<file path="src/hazard_pkg.sv">
//////////////////////////////
// hazard and forwarding types: operand hits, later-stage
// write status and operand source selects
//////////////////////////////

package hazard_pkg;

  // destination of a stage matches source of operand a, b or c
  typedef struct packed {
    logic a;
    logic b;
    logic c;
  } op_hit_t;

  // write status of the ex and wb stages
  typedef struct packed {
    // ex stage writes the regfile
    logic ex_we;
    // ex stage has a memory request in flight
    logic ex_data_req;
    // wb stage writes the regfile
    logic wb_we;
    // wb stage can accept, low while a load is outstanding
    logic wb_ready;
    // alu or mult result available for forwarding
    logic alu_we_fw;
  } pipe_wr_t;

  // operand source in the id stage
  typedef enum logic [1:0] {
    SEL_REGFILE = 2'd0,
    SEL_FW_EX   = 2'd1,
    SEL_FW_WB   = 2'd2
  } fwd_sel_e;

  // one select per operand
  typedef struct packed {
    fwd_sel_e a;
    fwd_sel_e b;
    fwd_sel_e c;
  } fwd_sel_t;

endpackage

</file>
<file path="src/ctrl_pkg.sv">
//////////////////////////////
// controller types: fsm states, pc select, jump kinds,
// exception causes, decoder flags and csr commands
//////////////////////////////

package ctrl_pkg;

  // width of a trap cause as seen by the csr file
  localparam int CAUSE_W = 6;

  // main controller states
  typedef enum logic [3:0] {
    RESET,
    BOOT_SET,
    FIRST_FETCH,
    DECODE,
    IRQ_FLUSH,
    IRQ_TAKEN_ID,
    IRQ_TAKEN_IF,
    FLUSH_EX,
    FLUSH_WB,
    XRET_JUMP
  } ctrl_state_e;

  // source of the next fetch address
  typedef enum logic [2:0] {
    PC_BOOT,
    PC_JUMP,
    PC_BRANCH,
    PC_EXCEPTION,
    PC_MRET
  } pc_mux_e;

  // jump class, as reported by the decoder
  typedef enum logic [1:0] {
    JUMP_NONE,
    JUMP_JAL,
    JUMP_JALR,
    JUMP_COND
  } jump_kind_e;

  // synchronous causes only, interrupts set the top bit above the id
  typedef enum logic [CAUSE_W-1:0] {
    EXC_ILLEGAL    = 6'd2,
    EXC_BREAKPOINT = 6'd3,
    EXC_ECALL_M    = 6'd11
  } exc_cause_e;

  // decoder flags for the instruction in id
  typedef struct packed {
    logic illegal;
    logic ecall;
    logic ebrk;
    logic mret;
  } dec_flags_t;

  // commands towards the csr file
  typedef struct packed {
    logic               save_if;
    logic               save_id;
    logic               save_cause;
    logic               restore_mret;
    logic [CAUSE_W-1:0] cause;
  } csr_cmd_t;

endpackage
</file>
<file path="src/ctrl_top.sv">
//////////////////////////////
// controller top: fsm, hazard unit and forwarding unit
//////////////////////////////

`timescale 1ns/10ps

module ctrl_top import ctrl_pkg::*, hazard_pkg::*; #(
  parameter int IRQ_ID_W   = 5,
  parameter int REG_ADDR_W = 6
) (
  input  logic                  clk,
  input  logic                  rst_n,
  // pipeline status
  input  logic                  fetch_enable_i,
  input  logic                  instr_valid_i,
  input  logic                  id_ready_i,
  input  logic                  ex_valid_i,
  input  dec_flags_t            dec_i,
  input  jump_kind_e            jump_in_dec_i,
  input  jump_kind_e            jump_in_id_i,
  input  logic                  branch_taken_ex_i,
  // interrupt controller
  input  logic                  irq_i,
  input  logic                  irq_req_i,
  input  logic [IRQ_ID_W-1:0]   irq_id_i,
  input  logic                  m_ie_i,
  // operand and register write info
  input  pipe_wr_t              pipe_wr_i,
  input  op_hit_t               hit_ex_i,
  input  op_hit_t               hit_wb_i,
  input  op_hit_t               hit_alu_i,
  input  logic                  regfile_we_id_i,
  input  logic [REG_ADDR_W-1:0] regfile_waddr_ex_i,
  input  logic [REG_ADDR_W-1:0] regfile_alu_waddr_id_i,
  input  logic                  data_misaligned_i,
  input  logic                  mult_multicycle_i,
  // fetch and trap control
  output logic                  instr_req_o,
  output logic                  ctrl_busy_o,
  output logic                  pc_set_o,
  output pc_mux_e               pc_mux_o,
  output logic [CAUSE_W-1:0]    exc_cause_o,
  output logic                  irq_ack_o,
  output logic                  exc_kill_o,
  output csr_cmd_t              csr_o,
  output logic                  halt_if_o,
  output logic                  halt_id_o,
  // stalls and forwarding
  output logic                  deassert_we_o,
  output logic                  load_stall_o,
  output logic                  jr_stall_o,
  output fwd_sel_t              fwd_sel_o
);

  logic dec_active;

  ctrl_fsm #(
    .IRQ_ID_W (IRQ_ID_W)
  ) i_ctrl_fsm (
    .clk               (clk),
    .rst_n             (rst_n),
    .fetch_enable_i    (fetch_enable_i),
    .instr_valid_i     (instr_valid_i),
    .id_ready_i        (id_ready_i),
    .ex_valid_i        (ex_valid_i),
    .dec_i             (dec_i),
    .jump_in_dec_i     (jump_in_dec_i),
    .jump_in_id_i      (jump_in_id_i),
    .branch_taken_ex_i (branch_taken_ex_i),
    .irq_i             (irq_i),
    .irq_req_i         (irq_req_i),
    .irq_id_i          (irq_id_i),
    .m_ie_i            (m_ie_i),
    .jr_stall_i        (jr_stall_o),
    .instr_req_o       (instr_req_o),
    .ctrl_busy_o       (ctrl_busy_o),
    .pc_set_o          (pc_set_o),
    .pc_mux_o          (pc_mux_o),
    .exc_cause_o       (exc_cause_o),
    .irq_ack_o         (irq_ack_o),
    .exc_kill_o        (exc_kill_o),
    .csr_o             (csr_o),
    .halt_if_o         (halt_if_o),
    .halt_id_o         (halt_id_o),
    .dec_active_o      (dec_active)
  );

  hazard_unit #(
    .REG_ADDR_W (REG_ADDR_W)
  ) i_hazard_unit (
    .dec_active_i           (dec_active),
    .jump_in_dec_i          (jump_in_dec_i),
    .pipe_wr_i              (pipe_wr_i),
    .hit_ex_i               (hit_ex_i),
    .hit_wb_i               (hit_wb_i),
    .hit_alu_i              (hit_alu_i),
    .regfile_we_id_i        (regfile_we_id_i),
    .regfile_waddr_ex_i     (regfile_waddr_ex_i),
    .regfile_alu_waddr_id_i (regfile_alu_waddr_id_i),
    .load_stall_o           (load_stall_o),
    .jr_stall_o             (jr_stall_o),
    .deassert_we_o          (deassert_we_o)
  );

  // purely combinational, fed from the pipeline
  fwd_unit i_fwd_unit (
    .pipe_wr_i         (pipe_wr_i),
    .hit_wb_i          (hit_wb_i),
    .hit_alu_i         (hit_alu_i),
    .data_misaligned_i (data_misaligned_i),
    .mult_multicycle_i (mult_multicycle_i),
    .fwd_sel_o         (fwd_sel_o)
  );

endmodule

</file>
<file path="src/fwd_unit.sv">
//////////////////////////////
// operand forwarding selects for a, b and c
//////////////////////////////

`timescale 1ns/10ps

module fwd_unit import hazard_pkg::*; (
  input  pipe_wr_t pipe_wr_i,
  input  op_hit_t  hit_wb_i,
  input  op_hit_t  hit_alu_i,
  input  logic     data_misaligned_i,
  input  logic     mult_multicycle_i,
  output fwd_sel_t fwd_sel_o
);

  // ex result is younger than wb, so it wins
  function automatic fwd_sel_e pick_src(input logic wb_hit, input logic alu_hit);
    fwd_sel_e sel;
    sel = SEL_REGFILE;
    if (pipe_wr_i.wb_we && wb_hit) begin
      sel = SEL_FW_WB;
    end
    if (pipe_wr_i.alu_we_fw && alu_hit) begin
      sel = SEL_FW_EX;
    end
    return sel;
  endfunction

  always_comb begin
    fwd_sel_o.a = pick_src(hit_wb_i.a, hit_alu_i.a);
    fwd_sel_o.b = pick_src(hit_wb_i.b, hit_alu_i.b);
    fwd_sel_o.c = pick_src(hit_wb_i.c, hit_alu_i.c);

    if (data_misaligned_i) begin
      // second half of a split access reuses the address from ex
      fwd_sel_o.a = SEL_FW_EX;
      fwd_sel_o.b = SEL_REGFILE;
    end else if (mult_multicycle_i) begin
      // multicycle mult keeps its partial result on operand c
      fwd_sel_o.c = SEL_FW_EX;
    end
  end

endmodule

</file>
<file path="src/hazard_unit.sv">
//////////////////////////////
// load-use and jump-register stall detection,
// write enable deassertion
//////////////////////////////

`timescale 1ns/10ps

module hazard_unit import ctrl_pkg::*, hazard_pkg::*; #(
  parameter int REG_ADDR_W = 6
) (
  input  logic                  dec_active_i,
  input  jump_kind_e            jump_in_dec_i,
  input  pipe_wr_t              pipe_wr_i,
  input  op_hit_t               hit_ex_i,
  input  op_hit_t               hit_wb_i,
  input  op_hit_t               hit_alu_i,
  input  logic                  regfile_we_id_i,
  input  logic [REG_ADDR_W-1:0] regfile_waddr_ex_i,
  input  logic [REG_ADDR_W-1:0] regfile_alu_waddr_id_i,
  output logic                  load_stall_o,
  output logic                  jr_stall_o,
  output logic                  deassert_we_o
);

  logic load_pending;
  logic load_needed;
  logic waw_ex;
  logic ra_busy;

  // load in ex, or wb still waiting for its data
  assign load_pending = (pipe_wr_i.ex_data_req & pipe_wr_i.ex_we) |
                        (pipe_wr_i.wb_we & ~pipe_wr_i.wb_ready);

  // id writes the same register the load will write
  assign waw_ex = dec_active_i & regfile_we_id_i &
                  (regfile_waddr_ex_i == regfile_alu_waddr_id_i);

  // any operand reads the load destination
  assign load_needed = hit_ex_i.a | hit_ex_i.b | hit_ex_i.c | waw_ex;

  assign load_stall_o = load_pending & load_needed;

  // jalr base register still being produced
  assign ra_busy = (pipe_wr_i.wb_we & hit_wb_i.a) |
                   (pipe_wr_i.ex_we & hit_ex_i.a) |
                   (pipe_wr_i.alu_we_fw & hit_alu_i.a);

  // the pc is fed straight from the regfile, so no forwarding here
  assign jr_stall_o = (jump_in_dec_i == JUMP_JALR) & ra_busy;

  // no write from id unless it is really decoding and not stalled
  assign deassert_we_o = ~dec_active_i | load_stall_o | jr_stall_o;

endmodule

</file>
<file path="src/ctrl_fsm.sv">
//////////////////////////////
// main control fsm: boot, decode steering,
// synchronous traps, interrupts and mret
//////////////////////////////

`timescale 1ns/10ps

module ctrl_fsm import ctrl_pkg::*; #(
  parameter int IRQ_ID_W = 5
) (
  input  logic                clk,
  input  logic                rst_n,
  input  logic                fetch_enable_i,
  input  logic                instr_valid_i,
  input  logic                id_ready_i,
  input  logic                ex_valid_i,
  input  dec_flags_t          dec_i,
  input  jump_kind_e          jump_in_dec_i,
  input  jump_kind_e          jump_in_id_i,
  input  logic                branch_taken_ex_i,
  input  logic                irq_i,
  input  logic                irq_req_i,
  input  logic [IRQ_ID_W-1:0] irq_id_i,
  input  logic                m_ie_i,
  input  logic                jr_stall_i,
  output logic                instr_req_o,
  output logic                ctrl_busy_o,
  output logic                pc_set_o,
  output pc_mux_e             pc_mux_o,
  output logic [CAUSE_W-1:0]  exc_cause_o,
  output logic                irq_ack_o,
  output logic                exc_kill_o,
  output csr_cmd_t            csr_o,
  output logic                halt_if_o,
  output logic                halt_id_o,
  output logic                dec_active_o
);

  ctrl_state_e        state_q, state_n;
  logic               jump_done_q, jump_done_n;
  logic               illegal_q, illegal_n;
  logic               irq_pending;
  logic               jump_in_dec;
  logic [CAUSE_W-1:0] irq_cause;

  // only the machine enable bit gates interrupts
  assign irq_pending = irq_req_i & m_ie_i;
  // unconditional jumps are resolved in decode
  assign jump_in_dec = (jump_in_dec_i == JUMP_JAL) || (jump_in_dec_i == JUMP_JALR);
  // interrupt cause carries the top bit above the id
  assign irq_cause   = CAUSE_W'({1'b1, irq_id_i});

  //////////////////////////////
  // next state and outputs
  //////////////////////////////

  always_comb begin
    state_n      = state_q;
    jump_done_n  = jump_done_q;
    illegal_n    = illegal_q;
    instr_req_o  = 1'b1;
    ctrl_busy_o  = 1'b1;
    pc_set_o     = 1'b0;
    pc_mux_o     = PC_BOOT;
    exc_cause_o  = '0;
    irq_ack_o    = 1'b0;
    exc_kill_o   = 1'b0;
    csr_o        = '0;
    halt_if_o    = 1'b0;
    halt_id_o    = 1'b0;
    dec_active_o = 1'b0;

    unique case (state_q)
      // wait for the core to be enabled
      RESET: begin
        instr_req_o = 1'b0;
        if (fetch_enable_i) begin
          state_n = BOOT_SET;
        end
      end

      // load the boot address into the prefetcher
      BOOT_SET: begin
        pc_set_o = 1'b1;
        pc_mux_o = PC_BOOT;
        state_n  = FIRST_FETCH;
      end

      // first instruction still on its way
      FIRST_FETCH: begin
        if (id_ready_i) begin
          state_n = DECODE;
        end
        // pipeline is empty here, so the irq is taken from if
        if (irq_pending) begin
          halt_if_o = 1'b1;
          halt_id_o = 1'b1;
          state_n   = IRQ_TAKEN_IF;
        end
      end

      DECODE: begin
        if (branch_taken_ex_i) begin
          // taken branch in ex wins over whatever sits in id
          pc_set_o = 1'b1;
          pc_mux_o = PC_BRANCH;
        end else if (instr_valid_i) begin
          dec_active_o = ~dec_i.illegal;
          if (irq_pending) begin
            halt_if_o = 1'b1;
            halt_id_o = 1'b1;
            state_n   = IRQ_FLUSH;
          end else if (dec_i.illegal) begin
            halt_if_o        = 1'b1;
            halt_id_o        = 1'b1;
            csr_o.save_id    = 1'b1;
            csr_o.save_cause = 1'b1;
            csr_o.cause      = EXC_ILLEGAL;
            illegal_n        = 1'b1;
            state_n          = FLUSH_EX;
          end else if (jump_in_dec) begin
            // target known in id, wait out a jr hazard, fire once
            pc_mux_o = PC_JUMP;
            if (!jr_stall_i && !jump_done_q) begin
              pc_set_o    = 1'b1;
              jump_done_n = 1'b1;
            end
          end else if (dec_i.ebrk) begin
            halt_if_o        = 1'b1;
            halt_id_o        = 1'b1;
            csr_o.save_id    = 1'b1;
            csr_o.save_cause = 1'b1;
            csr_o.cause      = EXC_BREAKPOINT;
            state_n          = FLUSH_EX;
          end else if (dec_i.ecall) begin
            halt_if_o        = 1'b1;
            halt_id_o        = 1'b1;
            csr_o.save_id    = 1'b1;
            csr_o.save_cause = 1'b1;
            csr_o.cause      = EXC_ECALL_M;
            state_n          = FLUSH_EX;
          end else if (dec_i.mret) begin
            halt_if_o = 1'b1;
            halt_id_o = 1'b1;
            state_n   = FLUSH_EX;
          end
        end else begin
          // idle unless a conditional branch is still resolving
          ctrl_busy_o = (jump_in_id_i == JUMP_COND);
        end
      end

      // let the instruction in ex complete before touching csrs
      FLUSH_EX: begin
        halt_if_o = 1'b1;
        halt_id_o = 1'b1;
        if (ex_valid_i) begin
          state_n = FLUSH_WB;
        end
      end

      // ex and wb drained, redirect fetch
      FLUSH_WB: begin
        halt_if_o = 1'b1;
        halt_id_o = 1'b1;
        state_n   = DECODE;
        if (illegal_q) begin
          pc_set_o    = 1'b1;
          pc_mux_o    = PC_EXCEPTION;
          exc_cause_o = EXC_ILLEGAL;
          illegal_n   = 1'b0;
        end else if (dec_i.ebrk) begin
          pc_set_o    = 1'b1;
          pc_mux_o    = PC_EXCEPTION;
          exc_cause_o = EXC_BREAKPOINT;
        end else if (dec_i.ecall) begin
          pc_set_o    = 1'b1;
          pc_mux_o    = PC_EXCEPTION;
          exc_cause_o = EXC_ECALL_M;
        end else if (dec_i.mret) begin
          csr_o.restore_mret = 1'b1;
          state_n            = XRET_JUMP;
        end
      end

      // mepc restored, jump back
      XRET_JUMP: begin
        pc_set_o = 1'b1;
        pc_mux_o = PC_MRET;
        state_n  = DECODE;
      end

      // request may have been withdrawn, or mie cleared, meanwhile
      IRQ_FLUSH: begin
        halt_if_o = 1'b1;
        halt_id_o = 1'b1;
        if (irq_i && m_ie_i) begin
          state_n = IRQ_TAKEN_ID;
        end else begin
          exc_kill_o = 1'b1;
          state_n    = DECODE;
        end
      end

      // irq taken with the id pc as return address
      IRQ_TAKEN_ID: begin
        pc_set_o         = 1'b1;
        pc_mux_o         = PC_EXCEPTION;
        exc_cause_o      = CAUSE_W'(irq_id_i);
        csr_o.save_id    = 1'b1;
        csr_o.save_cause = 1'b1;
        csr_o.cause      = irq_cause;
        irq_ack_o        = 1'b1;
        state_n          = DECODE;
      end

      // irq taken with the if pc as return address
      IRQ_TAKEN_IF: begin
        pc_set_o         = 1'b1;
        pc_mux_o         = PC_EXCEPTION;
        exc_cause_o      = CAUSE_W'(irq_id_i);
        csr_o.save_if    = 1'b1;
        csr_o.save_cause = 1'b1;
        csr_o.cause      = irq_cause;
        irq_ack_o        = 1'b1;
        state_n          = DECODE;
      end

      default: begin
        instr_req_o = 1'b0;
        state_n     = RESET;
      end
    endcase
  end

  //////////////////////////////
  // state registers
  //////////////////////////////

  always_ff @(posedge clk or negedge rst_n) begin
    if (!rst_n) begin
      state_q     <= RESET;
      jump_done_q <= 1'b0;
      illegal_q   <= 1'b0;
    end else begin
      state_q     <= state_n;
      // held while id is stalled, released once the jump leaves id
      jump_done_q <= jump_done_n & ~id_ready_i;
      illegal_q   <= illegal_n;
    end
  end

endmodule

</file>
<file path="config.mk">
export PLATFORM = sky130hd
export DESIGN_NAME = ctrl_top
export DESIGN_NICKNAME = d
export VERILOG_FILES = /design/src/hazard_pkg.sv /design/src/ctrl_pkg.sv /design/src/ctrl_top.sv /design/src/fwd_unit.sv /design/src/hazard_unit.sv /design/src/ctrl_fsm.sv
export SDC_FILE = /design/constraint.sdc
export NUM_CORES = 1
export LEC_CHECK = 0
export CAP_MARGIN = 10
export CORE_UTILIZATION = 57
export CTS_CLUSTER_DIAMETER = 30
export CTS_CLUSTER_SIZE = 14
export DETAILED_ROUTE_END_ITERATION = 8
export DONT_BUFFER_PORTS = 1
export PLACE_DENSITY = 0.81
export SYNTH_ARGS = -nofsm -noshare
export SYNTH_HDL_FRONTEND = slang
export SYNTH_SLANG_ARGS = --single-unit
export TNS_END_PERCENT = 100
</file>
<file path="constraint.sdc">
create_clock -name clk -period 5 [get_ports clk]
set_clock_uncertainty 0.1 [all_clocks]
set_input_delay 0 -clock clk [delete_from_list [all_inputs] [get_ports clk]]
set_output_delay 0 -clock clk [all_outputs]
set_load 0.02 [all_outputs]
</file>
==> impl_metrics.yaml, run 1 <==
sta:
  grt_setup_unrepaired: "false"
  setup_viol: 0
  fin_crit_sh_pct: 49.5
  slew_violations: 0
  setup_slack_ps: 2530
  tightest_slew_ps: 1050
  slew_headroom_pct: 30.1
  fin_tns_setup_ps: 0
  fin_crit_ps: 2470
  final_hold_viol_count: 0
  max_freq_ghz: 0.404
global_routing:
  antenna_found_initial: 0
  overflow: 0
  grt_max_degree: 22
  grt_pass1_wl_mm: 4.30
  track_usage_pct: 28.6
  grt_pass1_vias: 1029
finish:
  utilization_pct: 65.4
  area_delta_synth_final_pct: 8.40
  drive_gt1_share_pct: 8.02
  final_nets: 217
  fill_cells: 171
  antenna_cells: 0
critical_path:
  worstPathRequired_ps: 5020
  max_stage_delay_ps: 620
  critPathTopFamily: "simple AND/OR/NAND/NOR gates"
  path_cells: "or4_4 -> a21oi_2 -> a221oi_2 -> o211ai_1 -> a21oi_1 -> dlygate4sd3_1"
  path_class: "reg -> reg"
  path_buf_inv: 1
  slowest_stage: "or4_4"
  crit_arrival_ps: 2490
  cp-start-kind: "flop"
  critPathCaptureType: "flop"
  critical_path.max_fanout: 21
clock_tree:
  tritoncts: "done"
  cts_setup_buffers: 0
  cts.htree.levels: 1
  path_clk_slew_ps: 40
  clk_latency_ps: 240
  cts_made_buffers: 3
  cts_buffer_depth: 2
  cts_num_sinks: 6
  root_buffer: "clkbuf_4"
routing:
  vias_per_cell: 6.55
  postRouteAntennaNets: 0
  routedWlPerCell_microns: 15.3
  drt-total-wl_mm: 2.87
  first_iter_violations: 60
  firstDrtPassIters: 5
  vias: 1225
  drc: 0
yosys:
  synthFlopType: "dfrtp_1"
  synth_area_sq_um: 1040
  netlist.top_cell.by_area: "dfrtp_1"
  synth-seq-cells: 6
  synth_warnings: 0
  synth_cell_types: 47
  synth_top_area_share_pct: 14.4
  synth-seq-area-share_pct: 14.4
  synthArstFlopShare_pct: 100
  synth_most_common_cell: "nor2_1"
  synthCells: 160
  synth_nets: 213
  syn_avg_cell_area_sq_um: 6.51
  synth_common_cells: "nor2_1, nand2_1, a21oi_1"
  synth_edf_count: 0
  synth_area_leaders: "dfrtp_1, nor2_1, nand2_1"
worst_hold_path:
  hold_class: "in -> out"
power_and_ir_drop:
  static-leakage-power_uw: 0.000445
  pwr_density_cell_nw_per_um2: 521
  irDropWorstVdd_mv: 0.430
placement:
  hpwlAfterDp_mm: 2.22
  portBuffers: 0
  gp_congestion: 0.856
  place_ws_ps: 2820
die:
  boundaryPins: 87
  num_rows: 15
  die_area_sq_um: 2000
  die_h_microns: 44.8
  core_area_sq_um: 1730
  die_w_microns: 44.8
  initial_core_util_pct: 60.4
outcome:
  status: "finished, final reports clean"
run:
  maxCapViolations: 0
==> cell usage in the layout (no fill, tap or decap), types with 3 or more instances in the layout <==
| cell type | instances |
|---|---|
| a21oi_1 | 11 |
| and2_1 | 3 |
| clkbuf_4 | 3 |
| dfrtp_1 | 6 |
| dlygate4sd3_1 | 10 |
| inv_1 | 6 |
| nand2_1 | 21 |
| nand2b_1 | 10 |
| nand4_1 | 3 |
| nor2_1 | 26 |
| nor3_1 | 4 |
| nor4_1 | 3 |
| o21ai_0 | 8 |
| o21ai_1 | 3 |
| o31ai_1 | 3 |
| xnor2_1 | 3 |
| xor2_1 | 3 |
==> cell type report <==
type / count / area (sq um) / area share, %
Multi-Input combinational cell: 136 / 800 / 70.8
Inverter: 7 / 26.3 / 2.33
Tap cell: 25 / 31.3 / 2.77
Clock buffer: 3 / 22.5 / 1.99
Sequential cell: 6 / 150 / 13.3
Timing Repair Buffer: 10 / 100 / 8.86
==> report_power, final <==
part | internal (uW) | switching (uW) | leakage [uW]
combinational | 152 | 263 | 0.000357
sequential | 67.0 | 62.9 | 0.0000739
clock | 27.1 | 16.6 | 0.0000138
total | 246 | 343 | 0.000445
==> sequential cells by signal, summed over array words and instances (netlist names) <==
register,flops
i_ctrl_fsm.jump_done_q,1
i_ctrl_fsm.illegal_q,1
i_ctrl_fsm.state_q,4
==> path summary, 6_finish.rpt <==
path                                  startpoint               endpoint  slack [ps]  cells past startpoint
hold / removal                      pipe_wr_i[2]           fwd_sel_o[1]          30                      2
setup reg to reg           i_ctrl_fsm.state_q[1]  i_ctrl_fsm.state_q[2]        2530                      6
hold reg to reg             i_ctrl_fsm.illegal_q  i_ctrl_fsm.state_q[3]         660                      3
setup / recovery           i_ctrl_fsm.state_q[1]  i_ctrl_fsm.state_q[2]        2530                      6
max in group asynchronous                  rst_n  i_ctrl_fsm.state_q[3]        4070                      2
min in group asynchronous                  rst_n  i_ctrl_fsm.state_q[0]         510                      2
==> worst register-to-register path, stage by stage, from the launching register on <==
cell and delay, ps:
dfrtp_1 590, or4_4 620, a21oi_2 150, a221oi_2 80, o211ai_1 140, a21oi_1 100
dlygate4sd3_1 580
==> routing by layer <==
layer | global-route usage, % | vias to the layer above | part of all wire, %
li1 | - | 564 | -
met1 | 36.3 | 572 | 39
met2 | 48.8 | 81 | 52
met3 | 6.80 | 8 | 8.0
met5 | 0 | - | 0
met4 | 7.27 | 0 | 1.4
==> per-stage QoR <==
step / power [uW] / instance area [sq um] / instances / hold WS, ps
floorplan: 479 / 1040 / 160 / -396
global placement: 498 / 1010 / 174 / -395
detailed placement: 510 / 1010 / 174 / -395
CTS: 579 / 1130 / 187 / 32.3
global route: 630 / 1130 / 187 / 49.9
finish: 588 / 1130 / 187 / 31.5
==> what timing repair did <==
action / CTS / global route
gates resized for setup: 0 / 0
hold buffers: 10 / 0
endpoints found under the hold margin: 11 / 0
==> cells by family (layout without fill, tap and decap cells) <==
| group | count (synthesis) | count (layout) | share of synthesized area (%) |
|---|---|---|---|
| other | 1 | 1 | 0.360 |
| adders and majority gates | 1 | 1 | 1.20 |
| xor gates and xnor gates | 6 | 6 | 5.04 |
| and+or+nand+nor | 85 | 85 | 41.9 |
| DFF | 6 | 6 | 14.4 |
| AOI/OAI and AO/OA | 41 | 41 | 25.7 |
| buffers and inverters | 18 | 20 | 9.00 |
| muxes | 2 | 2 | 2.40 |
Power figures use the tool's default switching activity.
==> run 2: changes to the inputs <==
PLACE_DENSITY = 0.84   (was 0.81)
clock period = 2 ns   (was 5 ns; I/O delays follow)
==> impl_metrics.yaml, run 2 (synthesized netlist as in run 1, its figures left out) <==
outcome:
  status: "finished, final reports clean"
clock_tree:
  path_clk_slew_ps: 40
  cts_num_sinks: 6
  tritoncts: "done"
  root_buffer: "clkbuf_4"
  cts_made_buffers: 3
  cts.htree.levels: 1
  clk_latency_ps: 240
  cts_buffer_depth: 2
critical_path:
  crit_arrival_ps: 1830
  worstPathRequired_ps: 1900
  cp-start-kind: "flop"
  critical_path.max_fanout: 17
  path_class: "reg -> out"
  critPathCaptureType: "primary output"
finish:
  area_delta_synth_final_pct: 32.4
  fin_cells: 208
  final_area_sq_um: 1380
  largest_reg_flops: 4
  reg_top3: "i_ctrl_fsm.state_q x4, i_ctrl_fsm.illegal_q x1, i_ctrl_fsm.jump_done_q x1"
  antenna_cells: 0
  layout_common_cells: "nor2_1, nand2_1, buf_4"
  drive_gt1_share_pct: 24.0
  final_nets: 238
  final_common_cell: "nor2_1"
  largest_register: "i_ctrl_fsm.state_q"
power_and_ir_drop:
  irDropWorstVdd_mv: 0.708
  switching_share_pct: 54.4
  pwr_density_cell_nw_per_um2: 1290
  clkPwrFrac_pct: 6.1
  netSwitchingPower_uw: 970
  p_int_uw: 813
  power_frac_comb_pct: 80.6
  seqPwrFrac_pct: 13.2
  total_power_uw: 1780
  static-leakage-power_uw: 0.000577
placement:
  portBuffers: 0
  placed_area_sq_um: 1170
  gp_congestion: 0.976
  hpwlAfterDp_mm: 2.57
  place_inst: 192
sta:
  fin_crit_sh_pct: 96.5
  slew_violations: 0
  max_freq_ghz: 0.518
  fin_crit_ps: 1930
  final_hold_viol_count: 0
  fin_hold_ws_ps: 38.8
  tightest_slew_ps: 651
  setup_viol: 0
  slew_headroom_pct: 56.1
routing:
  highest_layer: "met4"
  met2_length_mm: 1.78
  vias_per_cell: 6.32
  first_iter_violations: 30
  m1WireLength_mm: 1.26
  firstDrtPassIters: 4
  drt-total-wl_mm: 3.51
  postRouteAntennaNets: 0
  dr_wl_met3_microns: 270
  vias: 1315
  drc: 0
  routedWlPerCell_microns: 16.9
global_routing:
  antenna_found_initial: 0
  overflow: 0
  grt_pass1_vias: 1178
  grt_max_degree: 19
  track_usage_pct: 32.2
  grt_pass1_wl_mm: 4.79
die:
  boundaryPins: 87
  num_rows: 15
  initial_core_util_pct: 60.4
  die_w_microns: 44.8
  die_area_sq_um: 2000
  die_h_microns: 44.8
  core_area_sq_um: 1730
run:
  maxCapViolations: 0
worst_hold_path:
  hold_class: "in -> out"
## run 2: cell count changes in the layout (fill, tap and decap cells not counted), sizes merged
cell         previous run  this run
buf                     0        22
dlygate4sd3            10         9
## run 2: metrics by stage
step	TNS, ps	util, %	setup slack, ps
floorplan	0	-	29.2
global placement	0	67.6	235
detailed placement	0	67.6	172
CTS	-64.7	74.6	-38.2
global route	-10.5	79.9	-6.71
finish	0	79.9	69.0
## run 2: power groups by stage
stage	combinational (uW)	sequential [uW]	clock, uW
final	1440	236	110
after global routing	1540	239	121
after CTS	1240	226	112
after detailed placement	1210	228	0
after global placement	1190	221	0
after floorplan	982	215	0
## run 2: critical path, stage by stage, from the launching register on
cell and delay, ps:
dfrtp_1 380, buf_6 180, and4bb_4 320, nand2_4 120, nor3_4 210, nand2_1 100
o21ai_1 130, buf_4 150
## run 2: layout make-up
type	instances	area, sq um
clock buffers	3	22.5
fillers	120	347
inverters	7	26.3
multi-input cells	136	861
flip-flops and latches	6	151
well taps	25	31.3
repair buffers	31	288
## run 2: path summary, 6_finish.rpt
path | start | to | slack, ps | cells after the start
max reg2reg | i_ctrl_fsm.state_q[1] | i_ctrl_fsm.state_q[1] | 100 | 7
min | pipe_wr_i[2] | fwd_sel_o[1] | 40 | 2
max | i_ctrl_fsm.state_q[0] | csr_o[3] | 70 | 7
min reg2reg | i_ctrl_fsm.jump_done_q | i_ctrl_fsm.jump_done_q | 450 | 2
min in group asynchronous | rst_n | i_ctrl_fsm.illegal_q | 500 | 2
max in group asynchronous | rst_n | i_ctrl_fsm.state_q[3] | 1060 | 2
## run 2: layer usage
metal / global-route usage, % / up-vias
met2: 61.5 / 90
li1: - / 612
met1: 34.4 / 591
met3: 3.20 / 22
met4: 17.6 / 0
met5: 0 / -
## run 2: what timing repair did
| action | CTS | global route |
|---|---|---|
| buffers inserted | 0 | 4 |
| setup endpoints to repair | 5 | 17 |
| hold buffers | 9 | 0 |
| pin swaps | 0 | 2 |
| cloned | 0 | 0 |
| endpoints found under the hold margin | 11 | 0 |
| gates resized for setup | 2 | 12 |
